## src/design/vstu_consts.svh

```systemverilog
// Sizes of the store unit; lane words and W beats are both 64 bits, and vl must fit VSTU_VL_W
`ifndef VSTU_CONSTS_SVH
`define VSTU_CONSTS_SVH

//////////////////////////////////////////////////////////////////////
// Datapath geometry
//////////////////////////////////////////////////////////////////////

// Lanes feeding the register-file word
`define VSTU_NR_LANES 4
// Bytes per lane operand
`define VSTU_LANE_BYTES 8
// Bytes per W beat
`define VSTU_BUS_BYTES 8

//////////////////////////////////////////////////////////////////////
// Instruction bookkeeping
//////////////////////////////////////////////////////////////////////

// Entries in the instruction queue
`define VSTU_QUEUE_DEPTH 4
// Distinct instruction ids from the sequencer
`define VSTU_NR_VINSN 8
// Width of the vector length field
`define VSTU_VL_W 8

`endif

```

## src/design/vstu_pkg.sv

```systemverilog
// Types shared by the store unit and its testbench; widths follow vstu_consts.svh
`include "vstu_consts.svh"

package vstu_pkg;

  //////////////////////////////////////////////////////////////////////
  // Instruction types
  //////////////////////////////////////////////////////////////////////

  // Element width, also the shift from element count to byte count
  typedef enum logic [1:0] {
    VSEW_8  = 2'd0,
    VSEW_16 = 2'd1,
    VSEW_32 = 2'd2,
    VSEW_64 = 2'd3
  } vsew_e;

  // Instruction id as issued by the sequencer
  typedef logic [$clog2(`VSTU_NR_VINSN)-1:0] vinsn_id_t;

  // Store instruction as queued
  typedef struct packed {
    vinsn_id_t             id;
    logic [`VSTU_VL_W-1:0] vl;
    vsew_e                 vsew;
  } store_req_t;

  // One bit per id, used for running and done vectors
  typedef logic [`VSTU_NR_VINSN-1:0] done_vec_t;

  //////////////////////////////////////////////////////////////////////
  // Datapath types
  //////////////////////////////////////////////////////////////////////

  // Joined lane operands, lane n at bytes 8n up to 8n+7
  typedef logic [`VSTU_NR_LANES*`VSTU_LANE_BYTES*8-1:0] vrf_word_t;

  // Burst length in beats minus one, as on an AXI AW channel
  typedef logic [7:0] burst_len_t;

  typedef struct packed {
    burst_len_t len;
  } burst_req_t;

  // W beat
  typedef struct packed {
    logic [`VSTU_BUS_BYTES*8-1:0] data;
    logic [`VSTU_BUS_BYTES-1:0]   strb;
    logic                         last;
  } w_beat_t;

endpackage

```

## src/design/lane_operand_buffer.sv

```systemverilog
// A lane holds at most one operand; all lanes are released together by word_ready_i
`timescale 1ns/1ps
`include "vstu_consts.svh"

module lane_operand_buffer (
  input  logic                                             clk_i,
  input  logic                                             rst_ni,
  // Lane side
  input  logic [`VSTU_NR_LANES-1:0][`VSTU_LANE_BYTES*8-1:0] operand_i,
  input  logic [`VSTU_NR_LANES-1:0]                        operand_valid_i,
  output logic [`VSTU_NR_LANES-1:0]                        operand_ready_o,
  // Packer side
  output vstu_pkg::vrf_word_t                              word_o,
  output logic                                             word_valid_o,
  input  logic                                             word_ready_i
);
  import vstu_pkg::*;

  localparam int unsigned LANES  = `VSTU_NR_LANES;
  localparam int unsigned LANE_W = `VSTU_LANE_BYTES * 8;

  logic [LANES-1:0] lane_valid;
  vrf_word_t        word_join;

  //////////////////////////////////////////////////////////////////////
  // Per-lane fall-through registers
  //////////////////////////////////////////////////////////////////////

  for (genvar l = 0; l < LANES; l++) begin : gen_lane
    logic              full_q;
    logic [LANE_W-1:0] data_q;

    // Empty register passes the lane straight through
    assign lane_valid[l]                  = full_q || operand_valid_i[l];
    assign word_join[LANE_W*l +: LANE_W]  = full_q ? data_q : operand_i[l];
    assign operand_ready_o[l]             = !full_q;

    always_ff @(posedge clk_i or negedge rst_ni) begin
      if (!rst_ni) begin
        full_q <= 1'b0;
      end else if (word_ready_i) begin
        // Taken, either from storage or on the fly
        full_q <= 1'b0;
      end else if (operand_valid_i[l]) begin
        // Park it until the other lanes catch up
        full_q <= 1'b1;
      end
    end

    always_ff @(posedge clk_i) begin
      if (!full_q && operand_valid_i[l]) begin
        data_q <= operand_i[l];
      end
    end
  end

  // Word is complete once every lane has something
  assign word_valid_o = &lane_valid;
  assign word_o       = word_join;

  // Pending word stays put until taken
  assert property (@(posedge clk_i) disable iff (!rst_ni)
    (word_valid_o && !word_ready_i) |=> (word_valid_o && $stable(word_o)))
    else $error("operand word changed before it was taken");

endmodule

```

## src/design/store_insn_queue.sv

```systemverilog
// Ids must stay set on running_i while in flight; one B per store, answered in issue order
`timescale 1ns/1ps
`include "vstu_consts.svh"

module store_insn_queue (
  input  logic                 clk_i,
  input  logic                 rst_ni,
  // Sequencer side
  input  vstu_pkg::store_req_t req_i,
  input  logic                 req_valid_i,
  output logic                 req_ready_o,
  input  vstu_pkg::done_vec_t  running_i,
  // Packer side
  output vstu_pkg::store_req_t issue_o,
  output logic                 issue_valid_o,
  input  logic                 issue_done_i,
  // Memory B channel
  input  logic                 b_valid_i,
  output logic                 b_ready_o,
  // Status
  output logic                 store_pending_o,
  output logic                 store_complete_o,
  output vstu_pkg::done_vec_t  done_o
);
  import vstu_pkg::*;

  localparam int unsigned DEPTH = `VSTU_QUEUE_DEPTH;
  localparam int unsigned PNT_W = (DEPTH > 1) ? $clog2(DEPTH) : 1;
  localparam int unsigned CNT_W = $clog2(DEPTH + 1);

  //////////////////////////////////////////////////////////////////////
  // Queue state
  //////////////////////////////////////////////////////////////////////

  // Entry storage
  store_req_t entries_q [DEPTH];

  // Accept, issue and commit pointers
  logic [PNT_W-1:0] accept_pnt_q;
  logic [PNT_W-1:0] issue_pnt_q;
  logic [PNT_W-1:0] commit_pnt_q;

  // Entries waiting for issue, and entries not yet committed
  logic [CNT_W-1:0] issue_cnt_q, issue_cnt_d;
  logic [CNT_W-1:0] commit_cnt_q, commit_cnt_d;

  // Ids held here until the sequencer retires them
  done_vec_t running_q, running_d;
  done_vec_t done_q, done_d;

  logic req_ready_q;
  logic accept;
  logic b_fire;

  // Circular increment
  function automatic logic [PNT_W-1:0] bump(input logic [PNT_W-1:0] pnt);
    logic [PNT_W-1:0] nxt;
    if (pnt == PNT_W'(DEPTH - 1)) begin
      nxt = '0;
    end else begin
      nxt = pnt + 1'b1;
    end
    return nxt;
  endfunction

  //////////////////////////////////////////////////////////////////////
  // Handshakes
  //////////////////////////////////////////////////////////////////////

  // Id guard only blocks the accept, never the ready
  assign accept      = req_valid_i && req_ready_q && !running_q[req_i.id];
  assign req_ready_o = req_ready_q;

  // Head of the issue phase
  assign issue_o       = entries_q[issue_pnt_q];
  assign issue_valid_o = (issue_cnt_q != '0);

  // Something issued and still waiting for B
  assign b_ready_o        = (commit_cnt_q != issue_cnt_q);
  assign b_fire           = b_valid_i && b_ready_o;
  assign store_complete_o = b_fire;
  assign store_pending_o  = (commit_cnt_q != '0);
  assign done_o           = done_q;

  always_comb begin : p_next
    issue_cnt_d  = issue_cnt_q + CNT_W'(accept) - CNT_W'(issue_done_i);
    commit_cnt_d = commit_cnt_q + CNT_W'(accept) - CNT_W'(b_fire);
    // Drop ids the sequencer no longer runs
    running_d = running_q & running_i;
    if (accept) begin
      running_d[req_i.id] = 1'b1;
    end
    // Oldest issued entry finishes on B
    done_d = '0;
    if (b_fire) begin
      done_d[entries_q[commit_pnt_q].id] = 1'b1;
    end
  end

  always_ff @(posedge clk_i or negedge rst_ni) begin
    if (!rst_ni) begin
      accept_pnt_q <= '0;
      issue_pnt_q  <= '0;
      commit_pnt_q <= '0;
      issue_cnt_q  <= '0;
      commit_cnt_q <= '0;
      running_q    <= '0;
      done_q       <= '0;
      req_ready_q  <= 1'b1;
    end else begin
      if (accept) begin
        accept_pnt_q <= bump(accept_pnt_q);
      end
      if (issue_done_i) begin
        issue_pnt_q <= bump(issue_pnt_q);
      end
      if (b_fire) begin
        commit_pnt_q <= bump(commit_pnt_q);
      end
      issue_cnt_q  <= issue_cnt_d;
      commit_cnt_q <= commit_cnt_d;
      running_q    <= running_d;
      done_q       <= done_d;
      // Ready for next cycle follows the updated fill level
      req_ready_q  <= (commit_cnt_d != CNT_W'(DEPTH));
    end
  end

  always_ff @(posedge clk_i) begin
    if (accept) begin
      entries_q[accept_pnt_q] <= req_i;
    end
  end

  // Commit never passes an entry that is still issuing
  assert property (@(posedge clk_i) disable iff (!rst_ni) commit_cnt_q >= issue_cnt_q)
    else $error("store queue committed ahead of issue");

  // Accept never lands on an entry still waiting for commit
  assert property (@(posedge clk_i) disable iff (!rst_ni)
    accept |-> (accept_pnt_q != commit_pnt_q || commit_cnt_q == '0))
    else $error("store queue accepted while full");

endmodule

```

## src/design/vstu_top.sv

```systemverilog
// Store unit top; bursts must match each store's beat count and B arrives after its last beat
`timescale 1ns/1ps
`include "vstu_consts.svh"

module vstu_top (
  input  logic                                             clk_i,
  input  logic                                             rst_ni,
  // Sequencer
  input  vstu_pkg::store_req_t                             req_i,
  input  logic                                             req_valid_i,
  output logic                                             req_ready_o,
  input  vstu_pkg::done_vec_t                              running_i,
  // Lanes
  input  logic [`VSTU_NR_LANES-1:0][`VSTU_LANE_BYTES*8-1:0] operand_i,
  input  logic [`VSTU_NR_LANES-1:0]                        operand_valid_i,
  output logic [`VSTU_NR_LANES-1:0]                        operand_ready_o,
  // Address generator
  input  vstu_pkg::burst_req_t                             burst_i,
  input  logic                                             burst_valid_i,
  output logic                                             burst_ready_o,
  // Memory
  output vstu_pkg::w_beat_t                                w_o,
  output logic                                             w_valid_o,
  input  logic                                             w_ready_i,
  input  logic                                             b_valid_i,
  output logic                                             b_ready_o,
  // Status
  output logic                                             store_pending_o,
  output logic                                             store_complete_o,
  output vstu_pkg::done_vec_t                              done_o
);
  import vstu_pkg::*;

  // Queue to packer
  store_req_t issue;
  logic       issue_valid;
  logic       issue_done;

  // Buffer to packer
  vrf_word_t  word;
  logic       word_valid;
  logic       word_ready;

  store_insn_queue u_store_insn_queue (
    .clk_i           (clk_i),
    .rst_ni          (rst_ni),
    .req_i           (req_i),
    .req_valid_i     (req_valid_i),
    .req_ready_o     (req_ready_o),
    .running_i       (running_i),
    .issue_o         (issue),
    .issue_valid_o   (issue_valid),
    .issue_done_i    (issue_done),
    .b_valid_i       (b_valid_i),
    .b_ready_o       (b_ready_o),
    .store_pending_o (store_pending_o),
    .store_complete_o(store_complete_o),
    .done_o          (done_o)
  );

  lane_operand_buffer u_lane_operand_buffer (
    .clk_i          (clk_i),
    .rst_ni         (rst_ni),
    .operand_i      (operand_i),
    .operand_valid_i(operand_valid_i),
    .operand_ready_o(operand_ready_o),
    .word_o         (word),
    .word_valid_o   (word_valid),
    .word_ready_i   (word_ready)
  );

  w_beat_packer u_w_beat_packer (
    .clk_i        (clk_i),
    .rst_ni       (rst_ni),
    .issue_i      (issue),
    .issue_valid_i(issue_valid),
    .issue_done_o (issue_done),
    .word_i       (word),
    .word_valid_i (word_valid),
    .word_ready_o (word_ready),
    .burst_i      (burst_i),
    .burst_valid_i(burst_valid_i),
    .burst_ready_o(burst_ready_o),
    .w_o          (w_o),
    .w_valid_o    (w_valid_o),
    .w_ready_i    (w_ready_i)
  );

endmodule

```

## src/design/w_beat_packer.sv

```systemverilog
// Bursts are bus-aligned and end with their instruction; vl must be nonzero
`timescale 1ns/1ps
`include "vstu_consts.svh"

module w_beat_packer (
  input  logic                 clk_i,
  input  logic                 rst_ni,
  // Instruction being issued
  input  vstu_pkg::store_req_t issue_i,
  input  logic                 issue_valid_i,
  output logic                 issue_done_o,
  // Joined lane operands
  input  vstu_pkg::vrf_word_t  word_i,
  input  logic                 word_valid_i,
  output logic                 word_ready_o,
  // Bursts from the address generator
  input  vstu_pkg::burst_req_t burst_i,
  input  logic                 burst_valid_i,
  output logic                 burst_ready_o,
  // W channel
  output vstu_pkg::w_beat_t    w_o,
  output logic                 w_valid_o,
  input  logic                 w_ready_i
);
  import vstu_pkg::*;

  localparam int unsigned WORD_BYTES = `VSTU_NR_LANES * `VSTU_LANE_BYTES;
  localparam int unsigned BUS_BYTES  = `VSTU_BUS_BYTES;
  localparam int unsigned PNT_W      = $clog2(WORD_BYTES) + 1;
  // Enough for vl shifted by the widest element
  localparam int unsigned BYTES_W    = `VSTU_VL_W + 3;

  //////////////////////////////////////////////////////////////////////
  // Counters
  //////////////////////////////////////////////////////////////////////

  // Remaining bytes are valid only after the first beat of a store
  logic               loaded_q, loaded_d;
  logic [BYTES_W-1:0] rem_q, rem_d;
  // Byte position inside the current word
  logic [PNT_W-1:0]   vrf_pnt_q, vrf_pnt_d;
  // Beats already sent in the current burst
  burst_len_t         beat_cnt_q, beat_cnt_d;

  logic [BYTES_W-1:0] insn_left;
  logic [BYTES_W-1:0] word_left;
  logic [BYTES_W-1:0] valid_bytes;
  logic               beat_fire;

  w_beat_t beat_d;
  w_beat_t w_q;
  logic    w_valid_q;

  // New store starts from its full byte count
  assign insn_left = loaded_q ? rem_q : (BYTES_W'(issue_i.vl) << issue_i.vsew);
  assign word_left = BYTES_W'(WORD_BYTES) - BYTES_W'(vrf_pnt_q);

  // Output slot free or being drained this cycle
  assign beat_fire = issue_valid_i && word_valid_i && burst_valid_i &&
                     (!w_valid_q || w_ready_i);

  //////////////////////////////////////////////////////////////////////
  // Beat formation
  //////////////////////////////////////////////////////////////////////

  always_comb begin : p_pack
    // Least of word, instruction and bus bytes
    valid_bytes = (word_left < insn_left) ? word_left : insn_left;
    if (valid_bytes > BYTES_W'(BUS_BYTES)) begin
      valid_bytes = BYTES_W'(BUS_BYTES);
    end

    // Sequential copy, unused bytes stay zero
    beat_d = '0;
    for (int b = 0; b < BUS_BYTES; b++) begin
      if (BYTES_W'(b) < valid_bytes) begin
        beat_d.data[8*b +: 8] = word_i[8*(int'(vrf_pnt_q) + b) +: 8];
        beat_d.strb[b]        = 1'b1;
      end
    end
    beat_d.last = (beat_cnt_q == burst_i.len);

    rem_d         = rem_q;
    loaded_d      = loaded_q;
    vrf_pnt_d     = vrf_pnt_q;
    beat_cnt_d    = beat_cnt_q;
    word_ready_o  = 1'b0;
    burst_ready_o = 1'b0;
    issue_done_o  = 1'b0;

    if (beat_fire) begin
      rem_d     = insn_left - valid_bytes;
      loaded_d  = 1'b1;
      vrf_pnt_d = vrf_pnt_q + PNT_W'(valid_bytes);

      // Burst ends, ask for the next one
      if (beat_d.last) begin
        burst_ready_o = 1'b1;
        beat_cnt_d    = '0;
      end else begin
        beat_cnt_d = beat_cnt_q + 1'b1;
      end

      // Word used up, or nothing left of this store
      if (vrf_pnt_d == PNT_W'(WORD_BYTES) || rem_d == '0) begin
        word_ready_o = 1'b1;
        vrf_pnt_d    = '0;
      end

      // Final beat of the store
      if (rem_d == '0) begin
        issue_done_o = 1'b1;
        loaded_d     = 1'b0;
      end
    end
  end

  always_ff @(posedge clk_i or negedge rst_ni) begin
    if (!rst_ni) begin
      loaded_q   <= 1'b0;
      rem_q      <= '0;
      vrf_pnt_q  <= '0;
      beat_cnt_q <= '0;
      w_valid_q  <= 1'b0;
    end else begin
      loaded_q   <= loaded_d;
      rem_q      <= rem_d;
      vrf_pnt_q  <= vrf_pnt_d;
      beat_cnt_q <= beat_cnt_d;
      if (beat_fire) begin
        w_valid_q <= 1'b1;
      end else if (w_ready_i) begin
        w_valid_q <= 1'b0;
      end
    end
  end

  // Output beat register
  always_ff @(posedge clk_i) begin
    if (beat_fire) begin
      w_q <= beat_d;
    end
  end

  assign w_o       = w_q;
  assign w_valid_o = w_valid_q;

  // Held beat must not move under back-pressure
  assert property (@(posedge clk_i) disable iff (!rst_ni)
    (w_valid_o && !w_ready_i) |=> (w_valid_o && $stable(w_o)))
    else $error("W beat changed under back-pressure");

endmodule

```

## config.mk

```make
export PLATFORM = sky130hd
export DESIGN_NAME = vstu_top
export DESIGN_NICKNAME = d
export VERILOG_FILES = /design/src/design/vstu_pkg.sv /design/src/design/lane_operand_buffer.sv /design/src/design/store_insn_queue.sv /design/src/design/vstu_top.sv /design/src/design/w_beat_packer.sv
export VERILOG_INCLUDE_DIRS = /design/src /design/src/design
export SDC_FILE = /design/constraint.sdc
export NUM_CORES = 1
export LEC_CHECK = 0
export BUFFER_PORTS_ARGS = -buffer_cell sky130_fd_sc_hd__buf_2
export CAP_MARGIN = 30
export CORE_UTILIZATION = 44
export CTS_CLUSTER_DIAMETER = 200
export DETAILED_ROUTE_END_ITERATION = 10
export PLACE_DENSITY = 0.62
export SLEW_MARGIN = 20
export SYNTH_ARGS = -nofsm -noshare
export SYNTH_HDL_FRONTEND = slang
export SYNTH_SLANG_ARGS = --single-unit
export TNS_END_PERCENT = 30
```

## constraint.sdc

```tcl
create_clock -name clk_i -period 26.9 [get_ports clk_i]
set_input_delay 2.69 -clock clk_i [delete_from_list [all_inputs] [get_ports clk_i]]
set_output_delay 2.69 -clock clk_i [all_outputs]
set_load 0.01 [all_outputs]
```

# --- Yosys cells after proc, flatten, opt, wreduce, memory -nomap -nowiden ---
# Memories as Yosys holds them, arrays and structs flattened.
# Cells that the tools add are included.
word_totals:
  regBits: 389
  ram_bits: 52
  inputBits: 295
  output_inout_bits: 91
  word_cells: 162
  n_memories: 1
mem_list:
  columns: ["name", "words", "word_bits", "rd", "rd_clocked_by_memory_dff", "wr", "line_no", "text"]
  rows:
  - ["u_store_insn_queue.entries_q", 4, 13, 2, 0, 1, "store_insn_queue.sv:36", "store_req_t entries_q [DEPTH];"]
classes:
  addsub: 18
  n_lt_le_gt_ge: 14
  eq_ne: 7
  shift: 9
  n_mux: 47
  bitwise_logic: 2
  reduce_logical: 33
ops:
  columns: ["op", "n"]
  rows:
  - ["$shiftx 256x32->8", 7]
  - ["$mux 64", 4]
  - ["$shiftx 256x10->8", 1]
  - ["$lt 3x11->1 const A", 4]
  - ["$mux 11", 3]
  - ["$mux 1", 30]
  - ["$add 6x3->7 const B", 4]
  - ["$mux 8", 3]
  - ["$lt 1x11->1 const A", 2]
  - ["$lt 2x11->1 const A", 2]
  - ["$add 6x2->7 const B", 2]
  - ["$logic_and 1x1->1", 12]
  - ["$gt 11x4->1 const B", 1]
  - ["$logic_not 11->1", 1]
  - ["$lt 11x11->1", 1]
  - ["$shl 8x2->11", 1]
  - ["$sub 11x11->11", 1]
  - ["$reduce_bool 2->1", 5]
  - ["$add 8x1->8 const B", 1]
  - ["$and 8x8->8", 1]
  - ["$eq 8x8->1", 1]
  - ["$lt 3x4->1 const B", 2]
  - ["$or 8x8->8", 1]
  - ["$add 6x1->7 const B", 1]
  - ["18 further kinds", 39]

# --- Depth between registers and ports, before layout ---
# An unclocked memory read counts as a cell.
logic_depth:
  word_depth: 13
  depth_mapped: 34
  mapped_depth_nobuf: 30

# --- Cells and area by module ---
# A second synthesis with hierarchy kept.
hier_totals:
  cells_unflattened: 2434
  hier_area_um2: 28320.9
by_module_without_submodules:
  columns: ["module", "instances", "cells_each", "area_each_um2"]
  rows:
  - ["w_beat_packer", 1, 1685, 14026.0]
  - ["lane_operand_buffer", 1, 561, 10936.7]
  - ["store_insn_queue", 1, 188, 3358.2]

# --- Worst setup path before layout ---
# OpenSTA, ideal clock, no wires.
synth_timing:
  kind: "register to register"
  startpoint: "register u_w_beat_packer.vrf_pnt_q[1]"
  endpoint: "register u_store_insn_queue.issue_cnt_q[2]"
  setup_time_ns: 0.126
  t_arrival_ns: 8.427
  t_required_ns: 26.774
  setup_slack_ns: 18.347
  stages_incl_launch_ff: 35
  n_path_buf: 6
  path_cell_list: "dfrtp_1 clkbuf_1 inv_1 clkbuf_1 clkbuf_1 clkbuf_1 clkbuf_1 ha_1 nor3b_1 a21oi_1 ha_1 and4_1 a31o_2 a211o_1 nor2_1 nor2_1 a21oi_1 nor2b_1 inv_1 ha_1 nor2b_1 o2111a_1 or4_1 a222oi_1 nand4_1 nor4_2 and2_0 clkbuf_1 ha_1 inv_1 ha_1 inv_1 fa_1 xnor2_1 xnor2_1"
synth_via:
  elab_chain_len: 10
synth_rtl:
  columns: ["item", "line_no", "text"]
  rows:
  - ["start: declaration", "w_beat_packer.sv:41", "logic [PNT_W-1:0] vrf_pnt_q, vrf_pnt_d;"]
  - ["start signal: assignment", "w_beat_packer.sv:128", "vrf_pnt_q <= vrf_pnt_d;"]
  - ["$sub 6x6->7 (*)", "w_beat_packer.sv:56", "assign word_left = BYTES_W'(WORD_BYTES) - BYTES_W'(vrf_pnt_q);"]
  - ["$lt 11x11->1", "w_beat_packer.sv:68", "valid_bytes = (word_left < insn_left) ? word_left : insn_left;"]
  - ["$mux 11 (*)", "w_beat_packer.sv:68", null]
  - ["$gt 11x4->1", "w_beat_packer.sv:69", "if (valid_bytes > BYTES_W'(BUS_BYTES)) begin"]
  - ["$mux 11 (*)", "w_beat_packer.sv:69", null]
  - ["$sub 11x11->11 (*)", "w_beat_packer.sv:92", "rem_d = insn_left - valid_bytes;"]
  - ["$logic_not 11->1 (*)", "w_beat_packer.sv:111", "if (rem_d == '0) begin"]
  - ["$mux 1 (*)", "w_beat_packer.sv:111", null]
  - ["$mux 1 (*)", "w_beat_packer.sv:91", "if (beat_fire) begin"]
  - ["net issue_done", "vstu_top.sv:37", "logic issue_done;"]
  - ["$sub 3x1->3 (*)", "store_insn_queue.sv:86", "issue_cnt_d = issue_cnt_q + CNT_W'(accept) - CNT_W'(issue_done_i);"]
  - ["net u_store_insn_queue.issue_cnt_d[2]", "store_insn_queue.sv:44", "logic [CNT_W-1:0] issue_cnt_q, issue_cnt_d;"]
  - ["end signal: assignment", "store_insn_queue.sv:120", "issue_cnt_q <= issue_cnt_d;"]
  - ["end: declaration", "store_insn_queue.sv:44", null]
# Mark *: on every way through the listed nets, which the timed path passes. The rest lies on a longest branch.
# A chain may end at the register's enable or synchronous reset.

# --- Worst setup path in the final report ---
layout_timing:
  startpoint: "register u_w_beat_packer.vrf_pnt_q[0]"
  endpoint: "register u_store_insn_queue.issue_cnt_q[2]"
layout_via:
  elab_chain_len: 10
layout_rtl:
  columns: ["item", "line_no"]
  rows:
  - ["$sub 6x6->7 (*)", "w_beat_packer.sv:56"]
  - ["$lt 11x11->1", "w_beat_packer.sv:68"]
  - ["$mux 11 (*)", "w_beat_packer.sv:68"]
  - ["$gt 11x4->1", "w_beat_packer.sv:69"]
  - ["$mux 11 (*)", "w_beat_packer.sv:69"]
  - ["$sub 11x11->11 (*)", "w_beat_packer.sv:92"]
  - ["$logic_not 11->1 (*)", "w_beat_packer.sv:111"]
  - ["$mux 1 (*)", "w_beat_packer.sv:111"]
  - ["$mux 1 (*)", "w_beat_packer.sv:91"]
  - ["$sub 3x1->3 (*)", "store_insn_queue.sv:86"]
  - ["net u_store_insn_queue.issue_cnt_d[2]", "store_insn_queue.sv:44"]
# Marks and branches as above.

==> key figures <==
CTS
  • Maximum level of the CTS H-tree: 2
  • CTS buffer count: ~50
  • TritonCTS clock tree: done
  • Post-CTS Repair Setup Buffers: 0
  • Buffers from clock root to sink, at most: 3
  • Clock sink total: approximately 440
  • Clk Latency, worst-skew pair: 0.61 ns
  • Number of gates given a new drive strength after cts: 0
  • Clock-pin transition on the worst setup and hold timing paths: around 0.06 ns
  • Number of buffers inserted by hold repair at cts: 0
  • Root buffer cell: clkbuf_16

STA
  • Tcrit/Tclk final: 31.8%
  • Unrepaired setup endpoints after global routing: no
  • Hold Fails Final Rpt: 0
  • Least-Margin Pin Slew: around 1.0 ns
  • Slew Viols, Final: 0
  • Clock Skews: between 0.02 and 0.025 ns
  • Setup tns final: 0 ns
  • Normalized max-slew margin: approximately 28%
  • Max Fclk: approximately 0.12 GHz
  • Post-layout min period: 8.55 ns
  • Final-report setup violation count: 0

Power and ir drop
  • Worst VDD drop: ~0.060 mV
  • Leak: approximately 13 nW
  • Overall power: roughly 4 mW
  • Total power density per cell area: 125 nW/um^2

Placed design
  • Global placer's final weighted congestion: a little over 1
  • Half-perimeter wire length of the detailed placement result: ~80000 microns
  • IO Port Bufs: between 300 and 400

Die
  • Floorplan die width: 253 microns
  • Starting Density: approximately 45%
  • Top-Level Pins: 386
  • DIE AREA: 63900 sq um
  • Vertical extent of the die: ~250 microns
  • Std-Cell Rows: roughly 90
  • Area of the core: 61900 sq um

Outcome
  • Outcome: finished clean

Final layout
  • Finished Core Util: 51.6%
  • Filler cell count in the final layout: 5514
  • Number of nets at the end of the flow: between 3000 and 4000
  • Number of diodes: 0
  • P&R area growth vs syn: 15.5%
  • Layout cell share with drive strength beyond 1: about 30%

Critical path
  • Startpoint type of the worst setup path: flop
  • CP max-delay cell: dfrtp_4
  • Worst Setup End Kind: flop
  • Largest fanout on the critical path: between 50 and 60
  • Worst Path Class, Setup: reg -> reg
  • Critical path's most frequent cell: ha_1
  • CP peak stage delay: roughly 0.87 ns
  • Signal arrival time at the worst endpoint: ~9.0 ns
  • Data required time of the critical path: between 20 and 30 ns

Logic synthesis
  • EDFF count, synth: 381
  • Leading post-synthesis cells by cell area: edfxtp_1, mux4_2, mux2i_1
  • Number of unique standard cell types used by synthesis: 71
  • Flop and latch count out of synthesis: roughly 440
  • Leading post-synthesis cells by instance count: edfxtp_1, nand2_1, nor2_1
  • Dominant cell by count in the synthesized netlist: edfxtp_1
  • Synthesized cell area: around 28000 sq um
  • Portion of synthesized cell area occupied by the leading cell type: roughly two fifths
  • Share of async-settable or async-resettable flops after synthesis: 13.6%
  • Gate count after technology mapping: roughly 2400
  • Syn avg cell area: roughly 11 sq um
  • Synthesis Warnings: 0
  • Share of synthesized area occupied by flip-flops and latches: 46.8%
  • Ys flop type: edfxtp_1
  • Cell taking the most area after synthesis: edfxtp_1

Global route
  • GRT Overall Usage: approximately 32%
  • Pin count of the biggest net entering global routing: between 70 and 80
  • Sum of overflow across all layers after global routing: 0
  • Vias in the first global route: 21700
  • Global-route wire length before repair: around 150000 microns
  • Antenna violations before repair: 2

Drt
  • Routed length per placed instance: between 20 and 30 microns
  • Number of vias in the routed layout: about 22000
  • Detailed-route DRC error count: 0
  • Total wire length: between 100000 and 150000 microns
  • Iteration-0 DRC count of the detailed router: between 2000 and 3000
  • Final ANT Viol Nets: 0
  • Vias per inst: a little over 6
  • Length of the first detailed-routing pass in iterations: 9

Run
  • Number of max-capacitance violations reported: 0

Hold path
  • Hold crit path type: reg -> reg
## kinds of logic (layout without fill, tap and decap cells)
kind of cell    Yosys count  after routing  share of synthesized area, %
buf+inv                 222            548                          3.04
xor+xnor                 29             29                         0.917
simple gates            694            694                          10.8
fa+ha+maj                41             41                          1.96
compound gates          496            496                          12.1
flops                   441            441                          46.8
other cells               2              7                        0.0271
mux                     499            499                          24.4
## stage by stage
step | std cells | hold slack [ns] | setup WS [ns] | cell area (sq um)
after floorplan | 2429 | 0.437 | 18.35 | 27700
after global placement | 3500 | 0.456 | 18.48 | 30300
after detailed placement | 3500 | 0.473 | 18.44 | 30300
after CTS | 3591 | 0.486 | 18.42 | 32000
after global routing | 3592 | 0.492 | 17.91 | 32000
final | 3592 | 0.493 | 18.35 | 32000
## final timing paths
check | start | to | slack (ns) | depth (start not counted)
worst min-delay path | u_store_insn_queue.running_q[1]$_DFF_PN0_ | u_store_insn_queue.running_q[1]$_DFF_PN0_ | 0.49 | 2
max in group asynchronous | rst_ni | u_w_beat_packer.vrf_pnt_q[0]$_DFFE_PN0P_ | 24.17 | 3
worst min register to register | u_store_insn_queue.running_q[1]$_DFF_PN0_ | u_store_insn_queue.running_q[1]$_DFF_PN0_ | 0.49 | 2
min in group asynchronous | rst_ni | u_w_beat_packer.beat_cnt_q[7]$_DFFE_PN0P_ | 2.15 | 2
worst max-delay path | u_w_beat_packer.vrf_pnt_q[0]$_DFFE_PN0P_ | u_store_insn_queue.issue_cnt_q[2]$_DFF_PN0_ | 18.35 | 29
worst max register to register | u_w_beat_packer.vrf_pnt_q[0]$_DFFE_PN0P_ | u_store_insn_queue.issue_cnt_q[2]$_DFF_PN0_ | 18.35 | 29
## critical path, delay by kind of cell (launching register included)
family / cells / cell delay (ns)
XOR/XNOR: 2 / 0.27
AND/OR/NAND/NOR: 10 / 2.49
flip-flops: 1 / 0.87
buffers and inverters: 5 / 0.84
adder cells (fa/ha/maj): 6 / 1.87
AO/OA/AOI/OAI: 6 / 2.06
## cells in the final DEF, fill, tap and decap left out, drive strengths merged, types with 39 or more instances in the layout
cell,count
nand2,301
mux2i,221
a211oi,39
buf,415
edfxtp,381
inv,47
mux4,126
o22ai,42
o21ai,110
a21oi,105
dfrtp,59
nor2,239
mux2,152
clkbuf,61
## layer usage
| metal | vias up | track usage (%) | routed length (microns) |
|---|---|---|---|
| li1 | 9808 | - | - |
| met1 | 11200 | 44.8 | 43600 |
| met2 | 1238 | 50.5 | 47900 |
| met3 | 180 | 4.54 | 8350 |
| met4 | 2 | 12.5 | 4290 |
| met5 | - | 0 | 10 |
## power by group
group          internal, mW  leakage [nW]  switching (mW)  total (mW)
combinational         0.816          7.84            1.37        2.19
sequential            0.953          4.22           0.148        1.10
clock                 0.417         0.819           0.290       0.707
total                  2.19          12.9            1.81        3.99
## final cells by class
cell class	instances	area (sq um)	share of cell area [%]
well taps	837	1050	3.27
repair buffers	415	2160	6.77
clock inverters	30	333	1.04
multi-input cells	1766	14000	43.6
clock buffers	61	1350	4.23
flip-flops and latches	441	13000	40.6
inverters	42	163	0.509
## sequential cells by signal, summed over array words and instances, names as in the netlist
signal                                 flops
u_w_beat_packer.rem_q                     11
u_store_insn_queue.done_o                  8
u_store_insn_queue.issue_cnt_q             3
u_store_insn_queue.running_q               8
u_store_insn_queue.commit_cnt_q            3
u_store_insn_queue.issue_pnt_q             2
u_w_beat_packer.loaded_q                   1
u_store_insn_queue.accept_pnt_q            2
u_store_insn_queue.commit_pnt_q            2
u_store_insn_queue.req_ready_o             1
u_w_beat_packer.w_valid_o                  1
u_w_beat_packer.vrf_pnt_q                  6
u_w_beat_packer.beat_cnt_q                 8
u_lane_operand_buffer.gen_lane.data_q    256
u_w_beat_packer.w_o                       73
u_lane_operand_buffer.gen_lane.full_q      4
u_store_insn_queue.entries_q              52
Note: power is estimated with default switching activity, not from simulation.
